## src/verilog/spi_regfile_pkg.sv

```systemverilog
// shared types for the spi register file; a 6 bit address allows at most 8 banks of 8 bytes
`default_nettype none

package spi_regfile_pkg;

   // ##############################
   // widths
   // ##############################

   typedef logic [7:0] reg_byte_t;      // one register byte
   typedef logic [5:0] reg_addr_t;      // command bits 5:0
   typedef logic [2:0] bank_index_t;    // upper address bits

   localparam int BANK_REGS = 8;        // registers per bank

   // ##############################
   // encodings
   // ##############################

   // command field, bits 7:6 of the first byte
   // codes 01 and 11 are unnamed and get ignored
   typedef enum logic [1:0]
   {
      CMD_WRITE = 2'b00,
      CMD_READ  = 2'b10
   } spi_cmd_e;

   // front end states
   typedef enum logic [1:0]
   {
      ST_CMD   = 2'b00,   // shifting command byte
      ST_WRITE = 2'b01,   // shifting write data
      ST_READ  = 2'b10,   // shifting read data out
      ST_DONE  = 2'b11    // idle until ss rises
   } spi_state_e;

endpackage

`default_nettype wire

```

## src/verilog/spi_slave_io.sv

```systemverilog
// spi mode 0 slave front end; ss is the async reset, one command byte plus one data byte per frame
`timescale 1ns/1ps
`default_nettype none

module spi_slave_io
(
   input  logic                       sclk,      // spi clock
   input  logic                       ss,        // slave select, high = reset
   input  logic                       mosi,      // serial in
   output logic                       miso,      // serial out
   output logic                       wr_en,     // one cycle write strobe
   output spi_regfile_pkg::reg_addr_t wr_addr,   // latched at edge 8
   output spi_regfile_pkg::reg_byte_t wr_data,   // valid with wr_en
   output spi_regfile_pkg::reg_addr_t rd_addr,   // live command address
   input  spi_regfile_pkg::reg_byte_t rd_data    // from read selector
);

   // ##############################
   // counter limits
   // ##############################

   // bit_cnt holds the number of edges seen so far in this frame
   localparam logic [4:0] CNT_CMD  = 5'd7;    // edge 8 is next
   localparam logic [4:0] CNT_DATA = 5'd15;   // edge 16 is next
   localparam logic [4:0] CNT_MAX  = 5'd16;   // saturate here

   spi_regfile_pkg::spi_state_e state;
   spi_regfile_pkg::reg_byte_t  rx_shift;   // receive shifter
   spi_regfile_pkg::reg_byte_t  tx_shift;   // transmit shifter
   logic [4:0]                  bit_cnt;
   logic [1:0]                  cmd_code;   // opcode of byte in flight
   logic                        cmd_edge;   // next edge completes command
   logic                        data_edge;  // next edge completes data byte
   logic                        load_tx;

   // ##############################
   // receive side
   // ##############################

   // msb first, new bit enters at the bottom
   always_ff @(posedge sclk or posedge ss)
   begin
      if (ss)
         rx_shift <= '0;
      else
         rx_shift <= {rx_shift[6:0], mosi};
   end

   // edge counter, stops at 16 so trailing bits are ignored
   always_ff @(posedge sclk or posedge ss)
   begin
      if (ss)
         bit_cnt <= '0;
      else if (bit_cnt != CNT_MAX)
         bit_cnt <= bit_cnt + 5'd1;
   end

   assign cmd_code  = rx_shift[6:5];              // bits 7:6 once mosi lands
   assign cmd_edge  = (state == spi_regfile_pkg::ST_CMD) && (bit_cnt == CNT_CMD);
   assign data_edge = (bit_cnt == CNT_DATA);

   // address completes with the current mosi bit
   assign rd_addr = {rx_shift[4:0], mosi};

   // ##############################
   // state machine
   // ##############################

   always_ff @(posedge sclk or posedge ss)
   begin
      if (ss)
         state <= spi_regfile_pkg::ST_CMD;
      else
      begin
         case (state)
            spi_regfile_pkg::ST_CMD:
            begin
               if (cmd_edge)
               begin
                  case (cmd_code)
                     spi_regfile_pkg::CMD_WRITE: state <= spi_regfile_pkg::ST_WRITE;
                     spi_regfile_pkg::CMD_READ:  state <= spi_regfile_pkg::ST_READ;
                     default:                    state <= spi_regfile_pkg::ST_DONE;  // 01, 11
                  endcase
               end
            end
            spi_regfile_pkg::ST_WRITE,
            spi_regfile_pkg::ST_READ:
            begin
               if (data_edge)
                  state <= spi_regfile_pkg::ST_DONE;
            end
            default:
               state <= spi_regfile_pkg::ST_DONE;   // wait for ss
         endcase
      end
   end

   // address register, payload only
   always_ff @(posedge sclk)
   begin
      if (cmd_edge)
         wr_addr <= rd_addr;
   end

   // ##############################
   // register file side
   // ##############################

   // strobe covers the cycle ending at edge 16
   assign wr_en   = (state == spi_regfile_pkg::ST_WRITE) && data_edge;
   assign wr_data = {rx_shift[6:0], mosi};

   // load at edge 8 for reads only
   assign load_tx = cmd_edge && (cmd_code == spi_regfile_pkg::CMD_READ);

   always_ff @(posedge sclk or posedge ss)
   begin
      if (ss)
         tx_shift <= '0;                        // miso low while deselected
      else if (load_tx)
         tx_shift <= rd_data;
      else
         tx_shift <= {tx_shift[6:0], 1'b0};    // zeros trail the byte
   end

   assign miso = tx_shift[7];

   // ##############################
   // checks
   // ##############################

   // a write strobe closes a frame whose command decoded as a write
   a_wr_en_in_write : assert property (
      @(posedge sclk) disable iff (ss)
      wr_en |-> $past(cmd_edge, 8) && ($past(cmd_code, 8) == spi_regfile_pkg::CMD_WRITE)
   );

   // counter stays inside the window of the current state
   a_cnt_limit : assert property (
      @(posedge sclk) disable iff (ss)
      ((state != spi_regfile_pkg::ST_CMD) || (bit_cnt <= CNT_CMD)) &&
      (((state != spi_regfile_pkg::ST_WRITE) && (state != spi_regfile_pkg::ST_READ)) ||
       ((bit_cnt > CNT_CMD) && (bit_cnt <= CNT_DATA)))
   );

endmodule

`default_nettype wire

```

## src/verilog/spi_reg_bank.sv

```systemverilog
// eight byte registers with no reset; contents are undefined until written
`timescale 1ns/1ps
`default_nettype none

module spi_reg_bank
#(
   parameter int BANK_ID = 0                     // matched against addr 5:3
)
(
   input  logic                                       sclk,
   input  logic                                       wr_en,     // from front end
   input  spi_regfile_pkg::reg_addr_t                 wr_addr,
   input  spi_regfile_pkg::reg_byte_t                 wr_data,
   output logic [spi_regfile_pkg::BANK_REGS*8-1:0]    bank_regs  // reg 0 in low byte
);

   localparam spi_regfile_pkg::bank_index_t MY_BANK =
      spi_regfile_pkg::bank_index_t'(BANK_ID);

   spi_regfile_pkg::reg_byte_t regs [spi_regfile_pkg::BANK_REGS];

   logic       bank_hit;   // strobe aimed at this bank
   logic [2:0] reg_sel;    // register within bank

   // ##############################
   // write decode
   // ##############################

   assign bank_hit = wr_en && (wr_addr[5:3] == MY_BANK);
   assign reg_sel  = wr_addr[2:0];

   always_ff @(posedge sclk)
   begin
      if (bank_hit)
         regs[reg_sel] <= wr_data;
   end

   // ##############################
   // flat read-out
   // ##############################

   for (genvar r = 0; r < spi_regfile_pkg::BANK_REGS; r++)
   begin : g_flat
      assign bank_regs[r*8 +: 8] = regs[r];   // byte r
   end

   // data arriving from the front end must be clean when stored
   a_wr_data_known : assert property (
      @(posedge sclk)
      bank_hit |-> !$isunknown(wr_data)
   );

endmodule

`default_nettype wire

```

## src/verilog/spi_read_select.sv

```systemverilog
// read mux over all banks; addresses at NUM_BANKS*8 and above read as zero
`timescale 1ns/1ps
`default_nettype none

module spi_read_select
#(
   parameter int NUM_BANKS = 4                   // 1 to 8
)
(
   input  logic                                                 sclk,      // for checks
   input  spi_regfile_pkg::reg_addr_t                           rd_addr,
   input  logic [NUM_BANKS*spi_regfile_pkg::BANK_REGS*8-1:0]    all_regs,  // bank 0 lowest
   output spi_regfile_pkg::reg_byte_t                           rd_data
);

   localparam int NUM_REGS = NUM_BANKS * spi_regfile_pkg::BANK_REGS;

   spi_regfile_pkg::reg_byte_t  byte_at [NUM_REGS];   // unpacked view
   spi_regfile_pkg::bank_index_t sel_bank;
   logic                        in_range;

   // ##############################
   // unpack
   // ##############################

   for (genvar i = 0; i < NUM_REGS; i++)
   begin : g_unpack
      assign byte_at[i] = all_regs[i*8 +: 8];
   end

   // ##############################
   // select
   // ##############################

   assign sel_bank = rd_addr[5:3];
   assign in_range = (sel_bank < NUM_BANKS);   // same as rd_addr < NUM_REGS

   always_comb
   begin
      rd_data = '0;                              // out of range reads zero
      if (in_range)
      begin
         for (int i = 0; i < NUM_REGS; i++)
         begin
            if (rd_addr == i[5:0])
               rd_data = byte_at[i];
         end
      end
   end

   // once every register holds data an in-range read must come through clean
   // before that, unwritten registers are X
   a_rd_known : assert property (
      @(posedge sclk)
      (!$isunknown(rd_addr) && in_range && !$isunknown(all_regs)) |-> !$isunknown(rd_data)
   );

endmodule

`default_nettype wire

```

## src/verilog/spi_regfile_top.sv

```systemverilog
// spi register file top; NUM_BANKS from 1 to 8, sclk is the only clock and ss resets the front end
`timescale 1ns/1ps
`default_nettype none

module spi_regfile_top
#(
   parameter int NUM_BANKS = 4                   // banks of 8 bytes
)
(
   input  logic sclk,
   input  logic ss,        // active high reset and deselect
   input  logic mosi,
   output logic miso
);

   localparam int BANK_W = spi_regfile_pkg::BANK_REGS * 8;   // bits per bank

   logic                        wr_en;
   spi_regfile_pkg::reg_addr_t  wr_addr;
   spi_regfile_pkg::reg_byte_t  wr_data;
   spi_regfile_pkg::reg_addr_t  rd_addr;
   spi_regfile_pkg::reg_byte_t  rd_data;
   logic [NUM_BANKS*BANK_W-1:0] all_regs;   // every bank, flat

   if ((NUM_BANKS < 1) || (NUM_BANKS > 8))
   begin : g_bad_banks
      $error("NUM_BANKS must be 1 to 8");
   end

   // ##############################
   // front end
   // ##############################

   spi_slave_io spi_slave_io_inst
   (
      .sclk    (sclk),
      .ss      (ss),
      .mosi    (mosi),
      .miso    (miso),
      .wr_en   (wr_en),
      .wr_addr (wr_addr),
      .wr_data (wr_data),
      .rd_addr (rd_addr),
      .rd_data (rd_data)
   );

   // ##############################
   // storage and read path
   // ##############################

   for (genvar g = 0; g < NUM_BANKS; g++)
   begin : g_bank
      spi_reg_bank #(.BANK_ID(g)) spi_reg_bank_inst
      (
         .sclk      (sclk),
         .wr_en     (wr_en),     // broadcast, bank decodes
         .wr_addr   (wr_addr),
         .wr_data   (wr_data),
         .bank_regs (all_regs[g*BANK_W +: BANK_W])
      );
   end

   spi_read_select #(.NUM_BANKS(NUM_BANKS)) spi_read_select_inst
   (
      .sclk     (sclk),
      .rd_addr  (rd_addr),
      .all_regs (all_regs),
      .rd_data  (rd_data)
   );

endmodule

`default_nettype wire

```

## config.mk

```make
export PLATFORM = sky130hd
export DESIGN_NAME = spi_regfile_top
export DESIGN_NICKNAME = d
export VERILOG_FILES = /design/src/verilog/spi_regfile_pkg.sv /design/src/verilog/spi_slave_io.sv /design/src/verilog/spi_reg_bank.sv /design/src/verilog/spi_read_select.sv /design/src/verilog/spi_regfile_top.sv
export SDC_FILE = /design/constraint.sdc
export NUM_CORES = 1
export LEC_CHECK = 0
export BUFFER_PORTS_ARGS = -buffer_cell sky130_fd_sc_hd__clkbuf_2
export CAP_MARGIN = 25
export CELL_PAD_IN_SITES_DETAIL_PLACEMENT = 1
export CELL_PAD_IN_SITES_GLOBAL_PLACEMENT = 1
export CORE_MARGIN = 4
export CORE_UTILIZATION = 58
export DETAILED_ROUTE_END_ITERATION = 12
export PLACE_DENSITY = 0.92
export SLEW_MARGIN = 20
export SYNTH_ARGS = -nofsm -noshare
export SYNTH_HDL_FRONTEND = slang
export SYNTH_SLANG_ARGS = --single-unit
```

## constraint.sdc

```tcl
create_clock -name sclk -period 3.7 [get_ports sclk]
set_input_delay 0.37 -clock sclk [delete_from_list [all_inputs] [get_ports sclk]]
set_output_delay 0.37 -clock sclk [all_outputs]
set_load 0.01 [all_outputs]
```

==> results of run 1 <==
==> power groups by stage <==
stage                     clock network (W)  logic [W]  registers, W
after floorplan                           0   0.000155       0.00360
after global placement                    0   0.000255       0.00360
after detailed placement                  0   0.000267       0.00360
after CTS                           0.00293   0.000274       0.00353
after global routing                0.00306   0.000297       0.00353
final                               0.00293   0.000284       0.00353
==> worst paths after layout <==
| kind | start | end | slack (ps) | cells past startpoint |
|---|---|---|---|---|
| max | spi_slave_io_inst.rx_shift[3] | spi_slave_io_inst.tx_shift[7] | 350 | 8 |
| min in group asynchronous | ss | spi_slave_io_inst.rx_shift[5] | 440 | 4 |
| min reg2reg | spi_slave_io_inst.bit_cnt[3] | spi_slave_io_inst.bit_cnt[3] | 560 | 1 |
| min | mosi | g_bank[0].spi_reg_bank_inst.regs[5][0] | 300 | 1 |
| max in group asynchronous | ss | spi_slave_io_inst.rx_shift[0] | 2950 | 4 |
| max reg2reg | spi_slave_io_inst.rx_shift[3] | spi_slave_io_inst.tx_shift[7] | 350 | 8 |
==> cell usage after synthesis (8+ instances only) <==
master / count
edfxtp_1: 262
nor2_1: 68
o21ai_0: 51
a21oi_1: 48
nand2_1: 45
nand3_1: 25
dfrtp_1: 22
buf_2: 20
mux2i_1: 18
inv_1: 15
nand2b_1: 15
a22oi_1: 14
nor3_1: 14
a211oi_1: 12
clkbuf_1: 12
a221oi_1: 11
mux2_2: 11
o211ai_1: 11
o22ai_1: 11
and3_1: 10
nor2b_1: 10
a32oi_1: 9
o21ai_1: 8
==> metrics by stage <==
| step | area (um2) | worst slack (ps) | total power, W | hold slack, ps | utilization, % |
|---|---|---|---|---|---|
| 6_report | 13300 | 346 | 0.00675 | 296 | 65.6 |
| 5_1_grt | 13300 | 286 | 0.00689 | 297 | 65.6 |
| 4_1_cts | 13300 | 464 | 0.00673 | 286 | 65.6 |
| 3_5_place_dp | 12400 | 530 | 0.00387 | 435 | 61.0 |
| 3_3_place_gp | 12400 | 658 | 0.00385 | 433 | 61.0 |
| 2_1_floorplan | 12000 | 1200 | 0.00375 | 359 | - |
==> cell families after synthesis <==
logic type      count (synthesis)
buf+inv                        60
xor+xnor                        3
mux                            30
fa+ha+maj                       5
flops                         284
simple gates                  243
compound gates                228
==> flip-flops by register name, summed over array words and instances, names as in the netlist <==
register / flops
g_bank.spi_reg_bank_inst.regs: 256
spi_slave_io_inst.tx_shift: 8
spi_slave_io_inst.rx_shift: 7
spi_slave_io_inst.wr_addr: 6
spi_slave_io_inst.bit_cnt: 5
spi_slave_io_inst.state: 2
==> worst max-delay path: stages, from the launching register on <==
cell and delay, ps:
dfrtp_2 640, buf_4 310, nor4b_4 640, and2_1 460
a221o_1 250, o22ai_1 120, a211oi_1 430, o211ai_1 250
o211ai_1 140
==> cell type report <==
type                    instances  area, um2
fillers                      1875       6970
repair buffers                 37        300
inverters                      15       56.3
well taps                     270        338
flip-flops and latches        284       8430
clock buffers                  45        826
clock inverters                 7       98.8
multi-input cells             509       3280
==> metal layers <==
metal	routed length [um]	track usage, %	up-vias
met5	23	0	-
met4	2130	13.4	2
met3	4320	7.79	171
met2	18400	53.0	715
met1	14000	44.7	4299
li1	-	-	3390
==> metrics.cfg, run 1 <==
[run_status]
status=finished, final reports clean

[routing]
drt-initial-drc-count=1459
wl_per_cell_um=33.3
viasPerCell=7.35
first_pass_iters=6
vias=8577
ant_nets=0
drc=0
routed_wl_mm=38.8

[synth]
ys_ff_latch=284
synth-main-ff-cell=edfxtp_1
synth_cell_types=82
synth_warnings=0
synth_edf_count=262
synth-compound-area-share_pct=12.7
synth_top_family_by_area=compound AO/OA/AOI/OAI gates
synth_area_um2=12000
synthXorXnorAreaFrac_pct=0.219
yosys.area_share.adder_pct=0.521
synth-simple-area-share_pct=11.2
yosys-top-cells-area=edfxtp_1 66%, dfrtp_1 4.6%, o21ai_0 2.1%, nor2_1 2.1%, a21oi_1 2.0%
synth_cells=853
syn_nets=861
netlist.area_leader.share_pct=65.6
async_flop_share_pct=7.75
yosys.area.top_type=edfxtp_1
synthMuxAreaShare_pct=2.72
ys_seq_area_share_pct=70.2
synth_area_per_cell_um2=14.1

[power_and_ir_drop]
ir_drop_uv=373
p_switching_w=0.00149
powerDensity_nw_per_um2=507
p_leak_nw=4.37
combPwrFrac_pct=4.2
p_seq_share_pct=52.3
sw_frac_of_total_pct=22.1
clock_power_share_pct=43.5
internal_power_w=0.00526

[grt]
globalRouteOverflowTotal=0
antenna_found_initial=0
grt_pass1_vias=8769
grt_max_degree=88
grt_pass1_wl_mm=58.1
grt_usage_pct=33.2

[sta]
worstMarginPinSlew_ps=1030
maxSlewViolCount=0
post-route-min-period_ps=3350
post-route-period-util_pct=90.6
max_freq_mhz=298
slew_headroom_pct=31.2
finalClockSkew_ps=30.1
rsz0062_at_grt=no
setup_violations=0
final.setup.tns_ps=0
hold_viol=0

[final_layout]
syn_to_final_growth_pct=11.1
instances_no_fill=1167
most-common-layout-cells=262 x edfxtp_1, 68 x nor2_1, 51 x o21ai_0, 48 x a21oi_1, 45 x nand2_1
diodes=0
nets=883
drive_gt1_share_pct=12.5
final_common_cell=edfxtp_1

[critical_path]
critical_path_class=register to register
cp-start-kind=register
end_kind=register
path_max_fanout=29
required_ps=4160
worstPathArrival_ps=3820

[placed_design]
place_inst=1113
hpwlAfterDp_mm=24.2
place.gp.congestion=0.924
portBuffers=3

[cts]
clk_path_buf_depth=3
cts_tree=built
hold_buffers=1
cts.sinks=284
cts_setup_buffers=0
htreeDepth=1
root_buffer=clkbuf_16
cts_buffers=28
insertion_delay_ps=570
path_clk_slew_ps=60
cts-resized-gates=0

[die]
rows=52
die_x_um=152
io_pins=4
start_util_pct=59.1
die_area_um2=23000
core_um2=20300
die_y_um=152

[worst_hold_path]
holdCritPathClass=primary input to register

[run]
cap_violations=0

Note: power is estimated with default switching activity, not from simulation.
==> inputs of run 2 (changes only) <==
--- a/config.mk
+++ b/config.mk
@@ -11,6 +11,7 @@
 export CELL_PAD_IN_SITES_GLOBAL_PLACEMENT = 1
 export CORE_MARGIN = 4
 export CORE_UTILIZATION = 58
+export CTS_BUF_LIST = sky130_fd_sc_hd__clkbuf_8
 export DETAILED_ROUTE_END_ITERATION = 12
 export PLACE_DENSITY = 0.92
 export SLEW_MARGIN = 20
==> metrics.cfg, run 2 (same netlist as run 1, synthesis figures left out) <==
[worst_hold_path]
hold_depth=1
holdCritPathClass=primary input to register

[sta]
slew_headroom_pct=30.6
hold-worst-slack_ps=260
max_freq_mhz=307
final.setup.tns_ps=0
maxSlewViolCount=0
post-route-min-period_ps=3260
post-route-period-util_pct=88.2
worstMarginPinSlew_ps=1040
rsz0062_at_grt=no
setup_violations=0
hold_viol=0
finalClockSkew_ps=43.6

[final_layout]
nets=900
top_register=g_bank.spi_reg_bank_inst.regs
drive_gt1_share_pct=13.9
reg.largest.list=g_bank.spi_reg_bank_inst.regs x256, spi_slave_io_inst.tx_shift x8, spi_slave_io_inst.rx_shift x7
diodes=0
syn_to_final_growth_pct=10.4
seqCellArea_um2=8430
multiInputGateArea_um2=3280
largest_reg_flops=256
nFillCells=1918
final_common_cell=edfxtp_1
most-common-layout-cells=262 x edfxtp_1, 68 x nor2_1, 51 x o21ai_0, 48 x a21oi_1, 46 x clkbuf_8

[critical_path]
rr_worst_depth=8
crit_family=compound AO/OA/AOI/OAI gates
path_max_fanout=29
cp.buffers_inverters=1
path_cells=buf_4, nor4b_4, and2_1, a221o_1, o22ai_1, a211oi_1, o211ai_1, o211ai_1
cp-start-kind=register
required_ps=4200
critical_path_class=register to register
end_kind=register
crit_cells=8
max_stage_delay_ps=640
worstPathArrival_ps=3760
cpMostUsedCell=o211ai_1
critPathSlowestCell=dfrtp_2

[routing]
vias=8471
routed_wl_mm=37.5
drc=0
first_pass_iters=6
drt-initial-drc-count=1318
viasPerCell=7.08
wl_per_cell_um=31.4
ant_nets=0

[die]
core_um2=20300
die_x_um=152
die_y_um=152
io_pins=4
rows=52
die_area_um2=23000
start_util_pct=59.1

[grt]
grt_max_degree=88
grt_pass1_wl_mm=56.5
use_met3_pct=7.71
grt_use_met2_pct=49.9
grt.met1_usage_pct=43.9
grt_pass1_vias=8880
antenna_found_initial=0
grt_usage_pct=32.4
globalRouteOverflowTotal=0
busiest_layer=met2

[cts]
cts_buffers=46
root_buffer=clkbuf_8
cts_tree=built
path_clk_slew_ps=80
insertion_delay_ps=610
cts.sinks=284
cts-resized-gates=0
clk_path_buf_depth=3
htreeDepth=2

[placed_design]
hpwlAfterDp_mm=24.2
portBuffers=3
place.gp.congestion=0.924

[power_and_ir_drop]
clock_power_share_pct=40.8
p_seq_share_pct=54.8
sw_frac_of_total_pct=23.9
combPwrFrac_pct=4.3
powerDensity_nw_per_um2=486
internal_power_w=0.00490
ir_drop_uv=393
p_switching_w=0.00154
p_leak_nw=4.39

[run_status]
status=finished, final reports clean

[run]
cap_violations=0

## run 2: stage by stage
stage	setup WS, ps	total power, W	util, %	instances	area [um2]
after floorplan	1200	0.00375	-	853	12000
final	438	0.00644	65.2	1196	13200
after global placement	658	0.00385	61.0	1113	12400
after global routing	356	0.00661	65.2	1196	13200
after detailed placement	530	0.00387	61.0	1113	12400
after CTS	521	0.00643	65.2	1196	13200
## run 2: final timing paths
path,startpoint,end,slack (ps)
setup / recovery,spi_slave_io_inst.rx_shift[3],spi_slave_io_inst.tx_shift[7],440
hold / removal,mosi,g_bank[1].spi_reg_bank_inst.regs[5][0],260
setup reg to reg,spi_slave_io_inst.rx_shift[3],spi_slave_io_inst.tx_shift[7],440
hold reg to reg,spi_slave_io_inst.bit_cnt[3],spi_slave_io_inst.bit_cnt[3],550
max in group asynchronous,ss,spi_slave_io_inst.rx_shift[2],2980
min in group asynchronous,ss,spi_slave_io_inst.tx_shift[5],390
## run 2: layout make-up
| type | instances | area share, % |
|---|---|---|
| clock inverter | 36 | 1.65 |
| inverter | 15 | 0.425 |
| clock buffer | 46 | 4.78 |
| multi-input combinational | 509 | 24.8 |
| tap | 270 | 2.55 |
| sequential | 284 | 63.6 |
| timing repair buffer | 36 | 2.21 |
## run 2: power by group through the flow
stage	logic [W]	registers [W]	clock network (W)
floorplan	0.000155	0.00360	0
global placement	0.000255	0.00360	0
detailed placement	0.000267	0.00360	0
CTS	0.000272	0.00353	0.00263
global route	0.000293	0.00353	0.00279
finish	0.000280	0.00353	0.00263
## run 2: what timing repair did
action | CTS | global route
hold endpoints to repair | 22 | 0
setup endpoints to repair | 0 | 0
setup buffers | 0 | 0
hold buffers | 1 | 0
## run 2: routing by layer
| layer | part of all wire [%] | routed length (um) | vias up |
|---|---|---|---|
| li1 | - | - | 3428 |
| met1 | 37 | 13900 | 4235 |
| met2 | 47 | 17500 | 652 |
| met3 | 11 | 3980 | 156 |
| met4 | 5.7 | 2150 | 0 |
| met5 | 0 | 0 | - |
==> inputs of run 3 (changes only) <==
--- a/config.mk
+++ b/config.mk
@@ -5,6 +5,7 @@
 export SDC_FILE = /design/constraint.sdc
 export NUM_CORES = 1
 export LEC_CHECK = 0
+export ABC_AREA = 1
 export BUFFER_PORTS_ARGS = -buffer_cell sky130_fd_sc_hd__clkbuf_2
 export CAP_MARGIN = 25
 export CELL_PAD_IN_SITES_DETAIL_PLACEMENT = 1
@@ -13,7 +14,7 @@
 export CORE_UTILIZATION = 58
 export CTS_BUF_LIST = sky130_fd_sc_hd__clkbuf_8
 export DETAILED_ROUTE_END_ITERATION = 12
-export PLACE_DENSITY = 0.92
+export PLACE_DENSITY = 0.94
 export SLEW_MARGIN = 20
 export SYNTH_ARGS = -nofsm -noshare
 export SYNTH_HDL_FRONTEND = slang
==> metrics.cfg, run 3 <==
[final_layout]
nFillCells=1992
seqCellArea_um2=8420
reg.largest.list=g_bank.spi_reg_bank_inst.regs x256, spi_slave_io_inst.tx_shift x8, spi_slave_io_inst.rx_shift x7
drive_gt1_share_pct=12.9
instances_no_fill=1376
multiInputGateArea_um2=2710
most-common-layout-cells=314 x nand2_1, 262 x edfxtp_1, 119 x inv_1, 112 x nor2_1, 48 x clkbuf_8
diodes=0
largest_reg_flops=256
syn_to_final_growth_pct=11.9
top_register=g_bank.spi_reg_bank_inst.regs
nets=1087
final_area_um2=12900
final_common_cell=nand2_1

[synth]
synth-main-ff-cell=edfxtp_1
yosys.area.top_type=edfxtp_1
ys_ff_latch=284
synth_area_per_cell_um2=11.4
synth_cells=1011
yosys-top-cells-area=edfxtp_1 68%, nand2_1 10%, dfrtp_1 4.8%, nor2_1 3.8%, inv_1 3.5%
synth_cell_types=27
synth_edf_count=262
async_flop_share_pct=7.75
netlist.area_leader.share_pct=68.1
synth_common_cells=314 x nand2_1, 262 x edfxtp_1, 118 x nor2_1
synth_area_um2=11500
synth_warnings=0
yosysMostFrequentCell=nand2_1
syn_nets=1019
ys_seq_area_share_pct=72.9

[critical_path]
required_ps=4200
cp-start-kind=register
path_max_fanout=39
setup.worst_path.start=spi_slave_io_inst.rx_shift[2]
r2r_slack_ps=-40
rr_worst_depth=27
end_kind=register
rr_startpoint=spi_slave_io_inst.rx_shift[2]
max_stage_delay_ps=480
critical_path_class=register to register
worstPathArrival_ps=4250
critPathSlowestCell=dfrtp_1
critPathCapture=spi_slave_io_inst.tx_shift[1]
cpMostUsedCell=nand2_1
r2r_end=spi_slave_io_inst.tx_shift[1]

[sta]
finalWorstSetupSlack_ps=-42.9
setup_violations=1
post-route-min-period_ps=3740
slew_headroom_pct=28.1
maxSlewViolCount=0
worstMarginPinSlew_ps=1070
final.setup.tns_ps=-42.9
hold_viol=0
finalClockSkew_ps=30.6
post-route-period-util_pct=101
max_freq_mhz=267

[die]
die_x_um=149
die_y_um=149
io_pins=4
core_um2=19500
rows=51
die_area_um2=22200
start_util_pct=59.1

[placed_design]
place_ws_ps=242
place_area_um2=12000
portBuffers=3
place.gp.congestion=0.909
hpwlAfterDp_mm=20.5
place_inst=1293

[cts]
cts_buffers=45
insertion_delay_ps=570
cts_tree=built
root_buffer=clkbuf_8
path_clk_slew_ps=70
cts.sinks=284
htreeDepth=2
clk_path_buf_depth=3

[routing]
vias=8638
wl_per_cell_um=28.2
viasPerCell=6.28
drt-initial-drc-count=1076
first_pass_iters=5
routed_wl_mm=38.9
ant_nets=0
drc=0

[worst_hold_path]
holdCritPathClass=primary input to register

[grt]
grt_max_degree=40
grt_usage_pct=34.1
grt_pass1_wl_mm=55.9
grt_pass1_vias=9074
globalRouteOverflowTotal=0
antenna_found_initial=0

[power_and_ir_drop]
p_leak_nw=4.96
powerDensity_nw_per_um2=497
ir_drop_uv=414

[run]
cap_violations=0

[run_status]
violations=setup timing
status=complete, but fails checks

-- run 3: changes by cell type after synthesis, sizes merged, moves of 12 or more --
cell,before,now
nand2b,15,0
nand4,5,37
o21ai,59,5
nor2,70,125
a21oi,48,34
or2,4,41
mux2i,18,0
a211oi,14,0
nand2,45,315
buf,33,2
inv,15,114
a221oi,12,0
a22oi,14,0
-- run 3: power breakdown --
group / switching (W) / total, W / internal, W
logic: 0.000185 / 0.000238 / 0.0000524
registers: 0.0000134 / 0.00352 / 0.00351
clock network: 0.00139 / 0.00266 / 0.00127
-- run 3: layout make-up --
type | instances | share of cell area (%)
inverters | 114 | 3.33
flip-flops and latches | 284 | 65.2
clock inverters | 31 | 1.20
multi-input cells | 607 | 21.0
clock buffers | 48 | 5.11
well taps | 265 | 2.57
repair buffers | 27 | 1.65
-- run 3: timing repair --
item / 4_1_cts / 5_1_grt
hold endpoints to repair: 20 / 0
hold buffers: 1 / 0
setup endpoints to repair: 0 / 8
gates resized for setup: 0 / 16
setup buffers: 0 / 3
-- run 3: metal layers --
metal  up-vias  global-route usage (%)  wire length [um]
li1       3514                       -                 -
met1      4260                    43.3             14000
met2       664                    57.7             19100
met3       200                    6.62              3520
met4         0                    14.7              2240
met5         -                       0                 0
-- run 3: how the worst min path moves through the flow --
stage	start	end	slack, ps	cells past startpoint
global placement	spi_slave_io_inst.tx_shift[5]	spi_slave_io_inst.tx_shift[6]	440	2
detailed placement	spi_slave_io_inst.tx_shift[5]	spi_slave_io_inst.tx_shift[6]	450	2
CTS	mosi	spi_slave_io_inst.rx_shift[0]	400	2
global route	mosi	spi_slave_io_inst.rx_shift[0]	390	2
finish	mosi	spi_slave_io_inst.rx_shift[0]	390	2
floorplan	ss	spi_slave_io_inst.bit_cnt[0]	360	1
-- run 3: logic make-up after synthesis --
group | count (synthesis) | synth area share [%]
AND/OR/NAND/NOR | 559 | 20.7
flip-flops | 284 | 72.9
buffers and inverters | 120 | 3.94
AO/OA/AOI/OAI | 41 | 1.81
adder cells (fa/ha/maj) | 5 | 0.542
XOR/XNOR | 2 | 0.152
-- run 3: through the flow --
stage | power [W] | hold WS, ps | util, %
after global routing | 0.00655 | 393 | 66.2
after CTS | 0.00628 | 400 | 65.8
final | 0.00642 | 395 | 66.2
after floorplan | 0.00370 | 359 | -
after detailed placement | 0.00380 | 452 | 61.6
after global placement | 0.00378 | 436 | 61.6
-- run 3: worst max-delay path, delay by kind of cell, from the launching register on --
kind / cells / cell delay (ps)
flip-flops: 1 / 480
buffers and inverters: 4 / 740
AND/OR/NAND/NOR: 23 / 2450
